## src/include/pio_cfg.svh

```systemverilog
`ifndef PIO_CFG_SVH
`define PIO_CFG_SVH

// Completion beat on the CC AXI-stream
`define PIO_DATA_WIDTH    128

// Completer ID placed in every completion header
`define PIO_CPL_BUS       8'hAA
`define PIO_CPL_DEVFN     8'hF8   // Device 31, function 0

// PIO reads always return a single dword
`define PIO_CPL_DW_COUNT  11'd1

`endif

```

## src/hw/pio_pkg.sv

```systemverilog
package pio_pkg;

    // Fields needed to build one completion-with-data header
    typedef struct packed {
        logic [31:0] data;        // Read result from the BAR
        logic [2:0]  tc;          // Traffic class of the request
        logic [1:0]  attr;        // Relaxed ordering / no snoop
        logic [15:0] rid;         // Requester ID
        logic [7:0]  tag;         // Request tag
        logic [1:0]  at;          // Address translation
        logic [11:0] byte_cnt;    // Bytes remaining
        logic [6:0]  lower_addr;  // Address of first enabled byte
    } pio_cpl_desc_t;

    // Completion status codes from the PCIe spec
    typedef enum logic [2:0] {
        CPL_STATUS_SC = 3'b000,   // Successful completion
        CPL_STATUS_UR = 3'b001,   // Unsupported request
        CPL_STATUS_CA = 3'b100    // Completer abort
    } cpl_status_e;

    // Packer states
    typedef enum logic {
        CC_IDLE = 1'b0,
        CC_SEND = 1'b1
    } cc_state_e;

endpackage

```

## src/hw/cpl_req_if.sv

```systemverilog
interface cpl_req_if import pio_pkg::*; ();

    logic          valid;   // Descriptor offered
    logic          ready;   // Sink can take it
    pio_cpl_desc_t desc;    // Stable while valid is high

    // Producer side
    modport source (
        output valid,
        output desc,
        input  ready
    );

    // Consumer side
    modport sink (
        input  valid,
        input  desc,
        output ready
    );

endinterface

```

## src/hw/bar_cpl_source.sv

```systemverilog
module bar_cpl_source import pio_pkg::*; (
    input  logic        pcie_clk,
    input  logic        pcie_rst,

    input  logic [2:0]  req_tc,
    input  logic [1:0]  req_attr,
    input  logic [15:0] req_rid,
    input  logic [7:0]  req_tag,
    input  logic [3:0]  req_be,     // First-dword byte enables
    input  logic [15:0] req_addr,
    input  logic [1:0]  req_at,

    input  logic        rd_valid,
    input  logic [31:0] rd_data,
    output logic        rd_ready,

    cpl_req_if.source   cpl
);

    logic          valid_q;
    pio_cpl_desc_t desc_q;
    logic [11:0]   byte_cnt;
    logic [1:0]    first_be_idx;
    logic          rd_take;

    // Span from lowest to highest enabled byte, inclusive
    function automatic logic [11:0] be_byte_count(input logic [3:0] be);
        logic [2:0] lo;
        logic [2:0] hi;
        logic       found;
        lo    = 3'd0;
        hi    = 3'd0;
        found = 1'b0;
        for (int i = 0; i < 4; i++) begin
            if (be[i]) begin
                if (!found) begin
                    lo = 3'(i);    // First set bit seen
                end
                hi    = 3'(i);
                found = 1'b1;
            end
        end
        if (!found) begin
            return 12'd1;          // Zero-length read reports one byte
        end
        return 12'(hi - lo + 3'd1);
    endfunction

    assign byte_cnt = be_byte_count(req_be);

    // Index of the lowest enabled byte within the dword
    always_comb begin
        casez (req_be)
            4'b???1: first_be_idx = 2'd0;
            4'b??10: first_be_idx = 2'd1;
            4'b?100: first_be_idx = 2'd2;
            4'b1000: first_be_idx = 2'd3;
            default: first_be_idx = 2'd0;   // No enables
        endcase
    end

    // One descriptor at a time
    assign rd_ready = !valid_q;
    assign rd_take  = rd_valid && rd_ready;

    always_ff @(posedge pcie_clk) begin
        if (pcie_rst) begin
            valid_q <= 1'b0;
            desc_q  <= '0;
        end else begin
            if (rd_take) begin
                valid_q             <= 1'b1;
                desc_q.data         <= rd_data;
                desc_q.tc           <= req_tc;
                desc_q.attr         <= req_attr;
                desc_q.rid          <= req_rid;
                desc_q.tag          <= req_tag;
                desc_q.at           <= req_at;
                desc_q.byte_cnt     <= byte_cnt;
                desc_q.lower_addr   <= {req_addr[6:2], first_be_idx};
            end else if (cpl.valid && cpl.ready) begin
                valid_q <= 1'b0;    // Arbiter took it
            end
        end
    end

    assign cpl.valid = valid_q;
    assign cpl.desc  = desc_q;

endmodule

```

## src/hw/cc_arbiter.sv

```systemverilog
module cc_arbiter import pio_pkg::*; (
    input  logic      pcie_clk,
    input  logic      pcie_rst,

    cpl_req_if.sink   req0,     // BAR0, highest priority
    cpl_req_if.sink   req1,     // BAR1
    cpl_req_if.source grant
);

    logic          stage_valid;
    pio_cpl_desc_t stage_desc;
    logic          stage_free;
    logic          gnt0;
    logic          gnt1;

    // Stage can load when empty or when the packer takes it this cycle
    assign stage_free = !stage_valid || grant.ready;

    // Fixed priority, BAR0 first
    assign gnt0 = req0.valid;
    assign gnt1 = !req0.valid && req1.valid;

    assign req0.ready = gnt0 && stage_free;
    assign req1.ready = gnt1 && stage_free;

    always_ff @(posedge pcie_clk) begin
        if (pcie_rst) begin
            stage_valid <= 1'b0;
            stage_desc  <= '0;
        end else begin
            if (req0.valid && req0.ready) begin
                stage_valid <= 1'b1;
                stage_desc  <= req0.desc;
            end else if (req1.valid && req1.ready) begin
                stage_valid <= 1'b1;
                stage_desc  <= req1.desc;
            end else if (grant.ready) begin
                stage_valid <= 1'b0;   // Drained with nothing behind it
            end
        end
    end

    assign grant.valid = stage_valid;
    assign grant.desc  = stage_desc;

endmodule

```

## src/hw/cc_packer.sv

```systemverilog
`include "pio_cfg.svh"

module cc_packer import pio_pkg::*; (
    input  logic                       pcie_clk,
    input  logic                       pcie_rst,

    cpl_req_if.sink                    cpl,

    output logic [`PIO_DATA_WIDTH-1:0] tdata,
    output logic                       tvalid,
    input  logic                       tready
);

    cc_state_e state;
    logic      cpl_take;

    // Completion-with-data descriptor plus payload, one beat
    function automatic logic [`PIO_DATA_WIDTH-1:0] pack_cpl(input pio_cpl_desc_t d);
        return {
            d.data,                   // 127:96
            1'b0,                     // Force ECRC
            1'b0, d.attr,             // Attributes
            d.tc,
            1'b0,                     // Completer ID enable
            `PIO_CPL_BUS,
            `PIO_CPL_DEVFN,
            d.tag,
            d.rid,
            1'b0,                     // Reserved
            1'b0,                     // Poisoned
            CPL_STATUS_SC,            // PIO reads always succeed
            `PIO_CPL_DW_COUNT,
            2'b00,                    // Reserved
            1'b0,                     // Locked read
            {1'b0, d.byte_cnt},       // 13-bit byte count
            6'b0,                     // Reserved
            d.at,
            1'b0,                     // Reserved
            d.lower_addr              // 6:0
        };
    endfunction

    // Take a new descriptor when idle or when the current beat leaves
    assign cpl.ready = (state == CC_IDLE) || tready;
    assign cpl_take  = cpl.valid && cpl.ready;

    always_ff @(posedge pcie_clk) begin
        if (pcie_rst) begin
            state <= CC_IDLE;
            tdata <= '0;
        end else begin
            case (state)
                CC_IDLE: begin
                    if (cpl_take) begin
                        tdata <= pack_cpl(cpl.desc);
                        state <= CC_SEND;
                    end
                end
                CC_SEND: begin
                    if (cpl_take) begin
                        tdata <= pack_cpl(cpl.desc);   // Back-to-back beat
                    end else if (tready) begin
                        state <= CC_IDLE;
                    end
                end
                default: state <= CC_IDLE;
            endcase
        end
    end

    // tdata holds until tready since it only reloads on a transfer
    assign tvalid = (state == CC_SEND);

endmodule

```

## src/hw/pio_tx_engine.sv

```systemverilog
`include "pio_cfg.svh"

module pio_tx_engine (
    input  logic                       pcie_clk,
    input  logic                       pcie_rst,

    // BAR0 read result and request fields
    input  logic [2:0]                 bar0_req_tc,
    input  logic [1:0]                 bar0_req_attr,
    input  logic [15:0]                bar0_req_rid,
    input  logic [7:0]                 bar0_req_tag,
    input  logic [3:0]                 bar0_req_be,
    input  logic [15:0]                bar0_req_addr,
    input  logic [1:0]                 bar0_req_at,
    input  logic                       bar0_rd_valid,
    input  logic [31:0]                bar0_rd_data,
    output logic                       bar0_rd_ready,

    // BAR1 read result and request fields
    input  logic [2:0]                 bar1_req_tc,
    input  logic [1:0]                 bar1_req_attr,
    input  logic [15:0]                bar1_req_rid,
    input  logic [7:0]                 bar1_req_tag,
    input  logic [3:0]                 bar1_req_be,
    input  logic [15:0]                bar1_req_addr,
    input  logic [1:0]                 bar1_req_at,
    input  logic                       bar1_rd_valid,
    input  logic [31:0]                bar1_rd_data,
    output logic                       bar1_rd_ready,

    // Completer completion stream
    output logic [`PIO_DATA_WIDTH-1:0] s_axis_cc_tdata,
    output logic                       s_axis_cc_tvalid,
    input  logic                       s_axis_cc_tready
);

    cpl_req_if bar0_cpl ();   // BAR0 source to arbiter
    cpl_req_if bar1_cpl ();   // BAR1 source to arbiter
    cpl_req_if arb_cpl ();    // Arbiter to packer

    bar_cpl_source bar0_src_i (
        .pcie_clk (pcie_clk),
        .pcie_rst (pcie_rst),
        .req_tc   (bar0_req_tc),
        .req_attr (bar0_req_attr),
        .req_rid  (bar0_req_rid),
        .req_tag  (bar0_req_tag),
        .req_be   (bar0_req_be),
        .req_addr (bar0_req_addr),
        .req_at   (bar0_req_at),
        .rd_valid (bar0_rd_valid),
        .rd_data  (bar0_rd_data),
        .rd_ready (bar0_rd_ready),
        .cpl      (bar0_cpl.source)
    );

    bar_cpl_source bar1_src_i (
        .pcie_clk (pcie_clk),
        .pcie_rst (pcie_rst),
        .req_tc   (bar1_req_tc),
        .req_attr (bar1_req_attr),
        .req_rid  (bar1_req_rid),
        .req_tag  (bar1_req_tag),
        .req_be   (bar1_req_be),
        .req_addr (bar1_req_addr),
        .req_at   (bar1_req_at),
        .rd_valid (bar1_rd_valid),
        .rd_data  (bar1_rd_data),
        .rd_ready (bar1_rd_ready),
        .cpl      (bar1_cpl.source)
    );

    cc_arbiter arb_i (
        .pcie_clk (pcie_clk),
        .pcie_rst (pcie_rst),
        .req0     (bar0_cpl.sink),
        .req1     (bar1_cpl.sink),
        .grant    (arb_cpl.source)
    );

    cc_packer pack_i (
        .pcie_clk (pcie_clk),
        .pcie_rst (pcie_rst),
        .cpl      (arb_cpl.sink),
        .tdata    (s_axis_cc_tdata),
        .tvalid   (s_axis_cc_tvalid),
        .tready   (s_axis_cc_tready)
    );

endmodule

```

## config.mk

```make
export PLATFORM = sky130hd
export DESIGN_NAME = pio_tx_engine
export DESIGN_NICKNAME = d
export VERILOG_FILES = /design/src/hw/pio_pkg.sv /design/src/hw/cpl_req_if.sv /design/src/hw/bar_cpl_source.sv /design/src/hw/cc_arbiter.sv /design/src/hw/cc_packer.sv /design/src/hw/pio_tx_engine.sv
export VERILOG_INCLUDE_DIRS = /design/src /design/src/include
export SDC_FILE = /design/constraint.sdc
export NUM_CORES = 1
export LEC_CHECK = 0
export BUFFER_PORTS_ARGS = -buffer_cell sky130_fd_sc_hd__buf_4
export CAP_MARGIN = 10
export CORE_ASPECT_RATIO = 1.5
export CORE_MARGIN = 8
export CORE_UTILIZATION = 45
export DETAILED_ROUTE_END_ITERATION = 10
export PLACE_DENSITY = 0.69
export SYNTH_ARGS = -nofsm -noshare
export SYNTH_HDL_FRONTEND = slang
export SYNTH_SLANG_ARGS = --single-unit
```

## constraint.sdc

```tcl
create_clock -name pcie_clk -period 2.84 [get_ports pcie_clk]
set_clock_uncertainty 0.1 [all_clocks]
set_input_delay 0.568 -clock pcie_clk [delete_from_list [all_inputs] [get_ports pcie_clk]]
set_output_delay 0.568 -clock pcie_clk [all_outputs]
set_load 0.03 [all_outputs]
```

==> results of run 1 <==
## cell usage after synthesis, drive strengths merged
cell and n:
nor2 10, nor3 2, o31ai 4, nand2 295, conb 1, buf 81, a21oi 223, a22oi 3
nand2b 3, nand3 89, clkbuf 102, or3 1, fa 2, a31oi 4, inv 35, a222oi 7
o32ai 9, o41ai 2, or2 2, and3b 1, ha 10, o31a 63, dfxtp 313, o21ai 81
o221a 69, nor2b 4, nand3b 1
## critical path: cells and delay by family (launching register included)
kind                   cells  cell delay [ns]
flip-flops                 1             0.71
buffers and inverters      2             0.51
## per-stage QoR
| stage | instances | power, mW | instance area [µm²] | setup WS [ns] | hold WS, ns |
|---|---|---|---|---|---|
| 2_1_floorplan | 1452 | 5.80 | 12400 | 0.495 | 0.336 |
| 3_3_place_gp | 1882 | 6.28 | 14100 | 0.313 | 0.341 |
| 3_5_place_dp | 1882 | 6.31 | 14100 | 0.258 | 0.347 |
| 4_1_cts | 1934 | 10.4 | 15100 | 0.376 | 0.130 |
| 5_1_grt | 1934 | 10.7 | 15100 | 0.311 | 0.147 |
| 6_report | 1934 | 10.3 | 15100 | 0.404 | 0.150 |
## power groups by stage
| stage | clock network (mW) | registers [mW] | logic (mW) |
|---|---|---|---|
| after floorplan | 0 | 4.96 | 0.845 |
| after global placement | 0 | 4.93 | 1.35 |
| after detailed placement | 0 | 4.94 | 1.37 |
| after CTS | 4.18 | 4.84 | 1.37 |
| after global routing | 4.38 | 4.87 | 1.48 |
| final | 4.11 | 4.84 | 1.37 |
## state kept, by name, summed over array words and instances, names as in the netlist
name                  count
pack_i.tvalid             1
bar1_src_i.cpl.valid      1
bar1_src_i.cpl.desc      77
bar0_src_i.cpl.valid      1
bar0_src_i.cpl.desc      77
arb_i.grant.valid         1
pack_i.tdata             78
arb_i.grant.desc         77
## layer usage
| layer | up-vias | global-route usage [%] |
|---|---|---|
| met5 | - | 0 |
| li1 | 5190 | - |
| met1 | 5176 | 25.2 |
| met3 | 88 | 3.90 |
| met2 | 376 | 37.7 |
| met4 | 0 | 12.8 |
## final cells by class
class / count / area (µm²) / area share, %
clock inverter: 12 / 165 / 1.09
timing repair buffer: 271 / 2140 / 14.1
clock buffer: 40 / 857 / 5.67
tap: 342 / 428 / 2.83
sequential: 313 / 6270 / 41.5
multi-input combinational: 921 / 5130 / 33.9
inverter: 35 / 133 / 0.877
## logic make-up (layout without fill, tap and decap cells)
logic type | Yosys count | in the layout | share of synthesized area [%]
AND/OR/NAND/NOR | 408 | 408 | 13.7
other | 1 | 36 | 0.0306
flip-flops | 313 | 313 | 51.1
AO/OA/AOI/OAI | 465 | 465 | 25.3
buffers and inverters | 218 | 358 | 8.52
adder cells (fa/ha/maj) | 12 | 12 | 1.35
## layout by cell type, fill, tap and decap left out, drive strengths merged, types with 36 or more instances in the layout
cell type and instances:
dfxtp 313, clkbuf 40, o21ai 81, o31a 63, o221a 69, a21oi 223
nand2 295, nand3 89, buf 271, conb 36
## path summary, 6_finish.rpt
path	to	slack (ns)	cells past startpoint
setup / recovery	bar0_rd_ready	0.40	2
hold / removal	bar1_src_i.cpl.desc[0]	0.15	2
setup reg to reg	arb_i.grant.desc[59]	0.73	4
hold reg to reg	bar1_src_i.cpl.desc[44]	0.35	2
==> results.sh, run 1 <==
export IMPL_insertion_delay_ns=0.54
export IMPL_crit_type="reg2out"
export IMPL_met1_length_mm=14.3
export IMPL_crit_path_end_kind="primary output"
export IMPL_port_buffers=243
export IMPL_netlist_area_leader_share_pct=51.1
export IMPL_wire_per_inst_um=19.3
export IMPL_htree_levels=1
export IMPL_wl_met2_mm=18.3
export IMPL_min_period_ns=2.44
export IMPL_tightest_slew_ns=1.16
export IMPL_wl_met3_mm=2.75
export IMPL_grt_max_degree=238
export IMPL_powerDensity_mw_per_mm2=682
export IMPL_critPathMaxFanout=14
export IMPL_cpPeakStageDelay_ns=0.71
export IMPL_arrival_ns=1.77
export IMPL_n_fill_cell=2512
export IMPL_ir_drop_mv=0.516
export IMPL_gr_total_overflow=0
export IMPL_die_w_um=151
export IMPL_die_h_um=218
export IMPL_hold_start="bar1_req_be[0]"
export IMPL_worstSetupStartpointType="register"
export IMPL_maxCapViolCount=0
export IMPL_yosysWarnings=0
export IMPL_hold_viol_final=0
export IMPL_synthCells=1417
export IMPL_drv_slew=0
export IMPL_status="finished clean"
export IMPL_first_pass_iters=6
export IMPL_first_iter_violations=674
export IMPL_top_layer="met4"
export IMPL_setup_viol=0
export IMPL_ant_nets=0
export IMPL_grt_pass1_wl_mm=57.8
export IMPL_swShare_pct=25.6
export IMPL_synthToLayoutAreaGrowth_pct=23.4
export IMPL_leakage_nw=6.05
export IMPL_diodes=0
export IMPL_critPathLaunch="bar0_src_i.cpl.valid"
export IMPL_first_global_vias=10722
export IMPL_gp_congestion=0.794
export IMPL_synth_top_area_cell="dfxtp_1"
export IMPL_path_clk_slew_ns=0.06
export IMPL_worstPathCellList="inv_2 -> buf_4"
export IMPL_vias=10830
export IMPL_fin_crit_sh_pct=85.8
export IMPL_via_per_inst=5.60
export IMPL_clockBufferDepth=3
export IMPL_post_cts_setup_buffers=0
export IMPL_std_cell_rows=74
export IMPL_antenna_found_initial=0
export IMPL_synth_area_leaders="dfxtp_1 51%, a21oi_1 9.1%, nand2_1 9.0%"
export IMPL_root_buffer="clkbuf_16"
export IMPL_cts_hold_fix_buffers=0
export IMPL_fmax_mhz=411
export IMPL_hp_class="in2reg"
export IMPL_die_area_mm2=0.0329
export IMPL_cts_made_buffers=29
export IMPL_p_seq_share_pct=46.9
export IMPL_core_mm2=0.0270
export IMPL_cts_tree="done"
export IMPL_ys_seq_area_share_pct=51.1
export IMPL_rsz0062_at_grt="no"
export IMPL_io_pins=302
export IMPL_cts_resized=0
export IMPL_relSlewSlack_pct=22.5
export IMPL_drive_gt1_share_pct=25.4
export IMPL_fin_util_pct=55.9
export IMPL_slowest_stage="dfxtp_1"
export IMPL_grtUsageTotal_pct=22.0
export IMPL_syn_area_mm2=0.0123
export IMPL_synth_seq_cells=313
export IMPL_crit_required_ns=2.17
export IMPL_tns_ns=0
export IMPL_dp_hpwl_mm=24.4
export IMPL_avgSynthCellArea_um2=8.65
export IMPL_start_util_pct=45.3
export IMPL_nNetsFinal=1754
export IMPL_finalWirelength_mm=37.4
export IMPL_intPower_mw=7.68
export IMPL_drc=0
export IMPL_p_switching_mw=2.64
export IMPL_power_frac_clock_pct=39.8
export IMPL_timing_rr_start="bar0_src_i.cpl.valid"
export IMPL_yosys_cell_types_count=32
export IMPL_power_frac_comb_pct=13.3
export IMPL_numClockSinks=313
(Power assumes the default switching activity.)
==> run 2, diff against run 1 <==
- ABC_AREA: unset -> 1
- clock period: 2.84 -> 2.67 ns (I/O delays scaled with it)
==> run 2 against run 1 <==
Synthesized cell count is 17% higher. Largest cell class unchanged. Total power rose by 16%. Combinational power is 53% higher.
==> results.sh, run 2 <==
export IMPL_status="finished clean"
export IMPL_design_area_mm2=0.0154
export IMPL_nNetsFinal=1997
export IMPL_cts_hold_fix_buffers=0
export IMPL_dp_hpwl_mm=22.6
export IMPL_ant_nets=0
export IMPL_cts_resized=0
export IMPL_hold_slack_ns=0.127
export IMPL_tns_ns=0
export IMPL_async_flop_share_pct=0
export IMPL_fmax_mhz=484
export IMPL_crit_path_end_kind="primary output"
export IMPL_gp_congestion=0.800
export IMPL_start_util_pct=45.2
export IMPL_die_h_um=220
export IMPL_dpl_worst_slack_ns=0.101
export IMPL_syn_area_mm2=0.0125
export IMPL_grtUsageTotal_pct=20.3
export IMPL_synth_common_cells="313 x dfxtp_1, 224 x a21oi_1, 215 x o21ai_0"
export IMPL_std_cell_rows=75
export IMPL_cts_tree="done"
export IMPL_synth_seq_cells=313
export IMPL_p_seq_share_pct=44.0
export IMPL_relSlewSlack_pct=32.9
export IMPL_first_global_vias=10967
export IMPL_core_mm2=0.0277
export IMPL_final_cell_mix="312 x dfxtp_1, 259 x buf_4, 224 x a21oi_1, 215 x o21ai_0, 176 x inv_1"
export IMPL_cts_made_buffers=29
export IMPL_antenna_found_initial=0
export IMPL_drive_gt1_share_pct=17.9
export IMPL_finalWirelength_mm=35.0
export IMPL_fin_crit_sh_pct=77.4
export IMPL_leakage_nw=6.79
export IMPL_first_iter_violations=542
export IMPL_synth_top_area_cell="dfxtp_1"
export IMPL_worst_r2r_path_depth=6
export IMPL_yosysWarnings=0
export IMPL_arrival_ns=1.43
export IMPL_root_buffer="clkbuf_16"
export IMPL_power_frac_clock_pct=38.5
export IMPL_powerDensity_mw_per_mm2=778
export IMPL_yosys_cell_types_count=24
export IMPL_setup_ws_ns=0.604
export IMPL_p_switching_mw=3.35
export IMPL_intPower_mw=8.61
export IMPL_placed_cells=2129
export IMPL_grt_pass1_wl_mm=56.2
export IMPL_critPathMaxFanout=19
export IMPL_worstSetupStartpointType="register"
export IMPL_numClockSinks=313
export IMPL_netlist_area_leader_share_pct=50.1
export IMPL_clockBufferDepth=3
export IMPL_ir_drop_mv=0.544
export IMPL_first_pass_iters=5
export IMPL_avgSynthCellArea_um2=7.56
export IMPL_die_area_mm2=0.0335
export IMPL_crit_required_ns=2.04
export IMPL_power_frac_comb_pct=17.5
export IMPL_drv_slew=0
export IMPL_synth_main_ff_cell="dfxtp_1"
export IMPL_port_buffers=243
export IMPL_synth_area_leaders="dfxtp_1 50%, a21oi_1 9.0%, o21ai_0 8.6%"
export IMPL_diodes=0
export IMPL_hold_viol_final=0
export IMPL_post_synth_top_count_cell="dfxtp_1"
export IMPL_finalPower_mw=12.0
export IMPL_swShare_pct=28.0
export IMPL_hp_class="in2reg"
export IMPL_maxCapViolCount=0
export IMPL_final_common_cell="dfxtp_1"
export IMPL_setup_viol=0
export IMPL_grt_max_degree=84
export IMPL_rsz0062_at_grt="no"
export IMPL_die_w_um=152
export IMPL_n_fill_cell=2688
export IMPL_ys_seq_area_share_pct=50.1
export IMPL_largest_reg_flops=78
export IMPL_whs_path_depth=3
export IMPL_fin_util_pct=55.5
export IMPL_post_dp_cell_area_mm2=0.0143
export IMPL_fin_cells=2183
export IMPL_synthToLayoutAreaGrowth_pct=22.8
export IMPL_gr_total_overflow=0
export IMPL_synth_edf_count=0
export IMPL_insertion_delay_ns=0.55
export IMPL_synthCells=1654
export IMPL_io_pins=302
export IMPL_min_period_ns=2.07
export IMPL_path_clk_slew_ns=0.07
export IMPL_wire_per_inst_um=16.0
export IMPL_regMostFlops="pack_i.tdata"
export IMPL_crit_type="reg2out"
export IMPL_tightest_slew_ns=1.01
export IMPL_drc=0
export IMPL_via_per_inst=5.07
export IMPL_post_cts_setup_buffers=0
export IMPL_vias=11069
export IMPL_htree_levels=1
## run 2: metal layers
| layer | wire [µm] | share of wire, % | vias to the layer above | GRT usage, % |
|---|---|---|---|---|
| met5 | 0 | 0 | - | 0 |
| met4 | 1240 | 3.5 | 0 | 8.66 |
| met3 | 2120 | 6.1 | 67 | 4.32 |
| met2 | 17100 | 49 | 330 | 36.5 |
| met1 | 14500 | 41 | 5105 | 23.1 |
| li1 | - | - | 5567 | - |
## run 2: cell families after synthesis
family                     share of synthesized area, %
and+or+nand+nor                                    17.2
adders and majority gates                          1.32
DFF                                                50.1
AOI/OAI and AO/OA                                  18.5
other                                            0.0300
buffers and inverters                              12.8
## run 2: worst paths after layout
| kind | from | endpoint | slack [ns] |
|---|---|---|---|
| worst min register to register | bar0_src_i.cpl.desc[57] | bar0_src_i.cpl.desc[57] | 0.35 |
| worst min-delay path | bar1_req_addr[4] | bar1_src_i.cpl.desc[4] | 0.13 |
| worst max register to register | arb_i.grant.valid | arb_i.grant.desc[3] | 0.72 |
| worst max-delay path | bar0_src_i.cpl.valid | bar0_rd_ready | 0.60 |
## run 2: area by class of cell
type / count / area [µm²] / share of cell area, %
inverters: 180 / 684 / 4.46
well taps: 346 / 433 / 2.82
multi-input cells: 1023 / 4800 / 31.2
clock inverters: 18 / 278 / 1.81
flip-flops and latches: 313 / 6270 / 40.8
repair buffers: 267 / 2100 / 13.7
clock buffers: 36 / 792 / 5.16
## run 2: critical path, stage by stage (launching register included)
cell	delay, ns
dfxtp_4	0.52
inv_1	0.16
buf_4	0.20
## run 2: power by group through the flow
| stage | logic (mW) | registers (mW) | clock network, mW |
|---|---|---|---|
| after CTS | 2.11 | 5.27 | 4.69 |
| final | 2.09 | 5.26 | 4.60 |
| after floorplan | 1.23 | 5.55 | 0 |
| after global routing | 2.32 | 5.31 | 4.89 |
| after detailed placement | 2.10 | 5.37 | 0 |
| after global placement | 2.06 | 5.35 | 0 |
==> run 3, diff against run 2 <==
- PLACE_DENSITY: 0.69 -> 0.72
- clock period: 2.67 -> 1.85 ns (I/O delays scaled with it)
==> run 3 against run 2 <==
Total power grew 42%. Global-route usage grew 0.44 points. Cell area increased by 5.7%. Final cell count grew 4.1%. Combinational power up 55%. Clock-buffer cell count is 5 higher. Hold slack worse by 0.11 ns. Core utilization up 3.2 points. Flip-flop and latch count did not move. Clock power up 33%. Routed wire length increased by 2.5%. Highest routed layer unchanged. Largest power group unchanged. Non-clock buffer count is 90 higher.
==> results.sh, run 3 (same netlist as run 2, synthesis figures left out) <==
export IMPL_port_buffers=243
export IMPL_slowest_stage="fa_1"
export IMPL_antenna_found_initial=1
export IMPL_vias=11527
export IMPL_intPower_mw=12.1
export IMPL_cpPeakStageDelay_ns=0.47
export IMPL_maxCapViolCount=0
export IMPL_n_fill_cell=2466
export IMPL_drc=0
export IMPL_clockBufferDepth=3
export IMPL_status="finished clean"
export IMPL_grtUsageTotal_pct=20.7
export IMPL_grt_max_degree=89
export IMPL_start_util_pct=45.2
export IMPL_crit_path_end_kind="register"
export IMPL_r2r_slack_ns=0.28
export IMPL_via_per_inst=5.07
export IMPL_hold_viol_final=0
export IMPL_swShare_pct=28.5
export IMPL_cts_tree="done"
export IMPL_tns_ns=0
export IMPL_die_w_um=152
export IMPL_drive_gt1_share_pct=18.7
export IMPL_min_period_ns=1.77
export IMPL_post_dp_cell_area_mm2=0.0146
export IMPL_io_pins=302
export IMPL_crit_type="in2reg"
export IMPL_dpl_worst_slack_ns=-0.508
export IMPL_worst_r2r_path_depth=6
export IMPL_critPathMaxFanout=2
export IMPL_setup_viol=0
export IMPL_p_switching_mw=4.84
export IMPL_arrival_ns=2.15
export IMPL_p_seq_share_pct=44.7
export IMPL_drv_slew=0
export IMPL_die_area_mm2=0.0335
export IMPL_root_buffer="clkbuf_16"
export IMPL_first_global_vias=11668
export IMPL_gr_total_overflow=0
export IMPL_nNetsFinal=2087
export IMPL_power_frac_comb_pct=19.1
export IMPL_insertion_delay_ns=0.56
export IMPL_hold_path_end="bar1_src_i.cpl.desc[55]"
export IMPL_first_iter_violations=493
export IMPL_std_cell_rows=75
export IMPL_regMostFlops="pack_i.tdata"
export IMPL_grt_pass1_wl_mm=57.9
export IMPL_final_cell_mix="311 x dfxtp_1, 276 x buf_4, 224 x a21oi_1, 215 x o21ai_0, 175 x nor2_1"
export IMPL_critPathBufInv=6
export IMPL_ant_nets=0
export IMPL_path_clk_slew_ns=0.06
export IMPL_finalWirelength_mm=35.8
export IMPL_core_mm2=0.0277
export IMPL_hold_slack_ns=0.0140
export IMPL_leakage_nw=7.14
export IMPL_timing_rr_start="arb_i.grant.valid"
export IMPL_hp_class="in2reg"
export IMPL_die_h_um=220
export IMPL_dp_hpwl_mm=23.9
export IMPL_ir_drop_mv=0.685
export IMPL_rsz0062_at_grt="no"
export IMPL_setup_ws_ns=0.0772
export IMPL_first_pass_iters=5
export IMPL_whs_path_depth=3
export IMPL_hold_start="bar1_rd_data[5]"
export IMPL_cp_common_cell="inv_2"
export IMPL_final_common_cell="dfxtp_1"
export IMPL_wire_per_inst_um=15.8
export IMPL_synthToLayoutAreaGrowth_pct=29.8
export IMPL_fin_crit_sh_pct=95.8
export IMPL_largest_reg_flops=78
export IMPL_worstPathCellList="buf_4 -> inv_8 -> nor2_1 -> o21bai_1 -> inv_1 -> ha_2 -> inv_2 -> fa_1 -> ha_4 -> inv_2 -> ha_4 -> inv_2 -> nand2_1 -> a21oi_1"
export IMPL_fmax_mhz=564
export IMPL_design_area_mm2=0.0162
export IMPL_cts_made_buffers=29
export IMPL_worstSetupStartpointType="primary input"
export IMPL_crit_required_ns=2.23
export IMPL_regToRegEndpoint="arb_i.grant.desc[19]"
export IMPL_powerDensity_mw_per_mm2=1050
export IMPL_numClockSinks=313
export IMPL_critPathTopFamily="adder cells"
export IMPL_htree_levels=1
export IMPL_gp_congestion=0.801
export IMPL_power_frac_clock_pct=36.2
## run 3: changes by cell type in the layout (fill, tap and decap cells not counted), moves of 4 or more
cell           change
ha_2               +4
buf_4             +17
clkbuf_1           +6
buf_12             +5
ha_1               -7
inv_2              +8
dlygate4sd3_1     +68
inv_1             -10
## run 3: layout make-up
type / count / area [µm²] / share of cell area (%)
antenna: 1 / 2.50 / 0.0154
clock buffer: 41 / 801 / 4.93
clock inverter: 12 / 166 / 1.02
inverter: 180 / 699 / 4.31
multi-input combinational: 1023 / 4850 / 29.9
sequential: 313 / 6270 / 38.6
tap: 346 / 433 / 2.67
timing repair buffer: 357 / 3010 / 18.6
## run 3: worst max path at each step
stage,start,to,slack (ns),depth (start not counted)
floorplan,bar0_req_be[3],bar0_src_i.cpl.desc[9],-0.27,13
global placement,bar0_req_be[3],bar0_src_i.cpl.desc[9],-0.46,14
detailed placement,bar0_req_be[3],bar0_src_i.cpl.desc[9],-0.51,14
CTS,bar0_src_i.cpl.valid,bar0_rd_ready,0.06,2
global route,bar0_req_be[3],bar0_src_i.cpl.desc[9],0.009,14
finish,bar1_req_be[3],bar1_src_i.cpl.desc[9],0.08,14
## run 3: repair_timing
action                                 in CTS  in global routing
resized for setup                           1                  0
hold buffers                               68                  0
pin swaps                                   0                  4
setup endpoints to repair                  10                  2
endpoints found under the hold margin      68                  0
buffers inserted                            0                  1
## run 3: metal layers
| layer | track usage [%] | share of wire [%] | vias to the layer above |
|---|---|---|---|
| met5 | 0 | 0 | - |
| met4 | 8.96 | 3.3 | 0 |
| met3 | 4.40 | 6.4 | 70 |
| met2 | 38.7 | 52 | 383 |
| met1 | 22.4 | 39 | 5319 |
| li1 | - | - | 5755 |
## run 3: per-stage QoR
stage               total power [mW]  util, %  instances
CTS                             17.1     58.6       2271
detailed placement              10.9     52.7       2150
finish                          17.0     58.6       2273
global placement                10.8     52.7       2150
global route                    17.8     58.6       2273
floorplan                       9.80        -       1689
## run 3: tightest hold or removal path, stage by stage
cell,delay [ns]
buf_4,0.07
o21ai_0,0.07
a21oi_1,0.10
## run 3: power by group through the flow
stage	Sequential [mW]	Clock (mW)	Combinational (mW)
floorplan	8.00	0	1.80
global placement	7.73	0	3.07
detailed placement	7.75	0	3.12
CTS	7.60	6.26	3.25
global route	7.67	6.53	3.57
finish	7.60	6.14	3.24
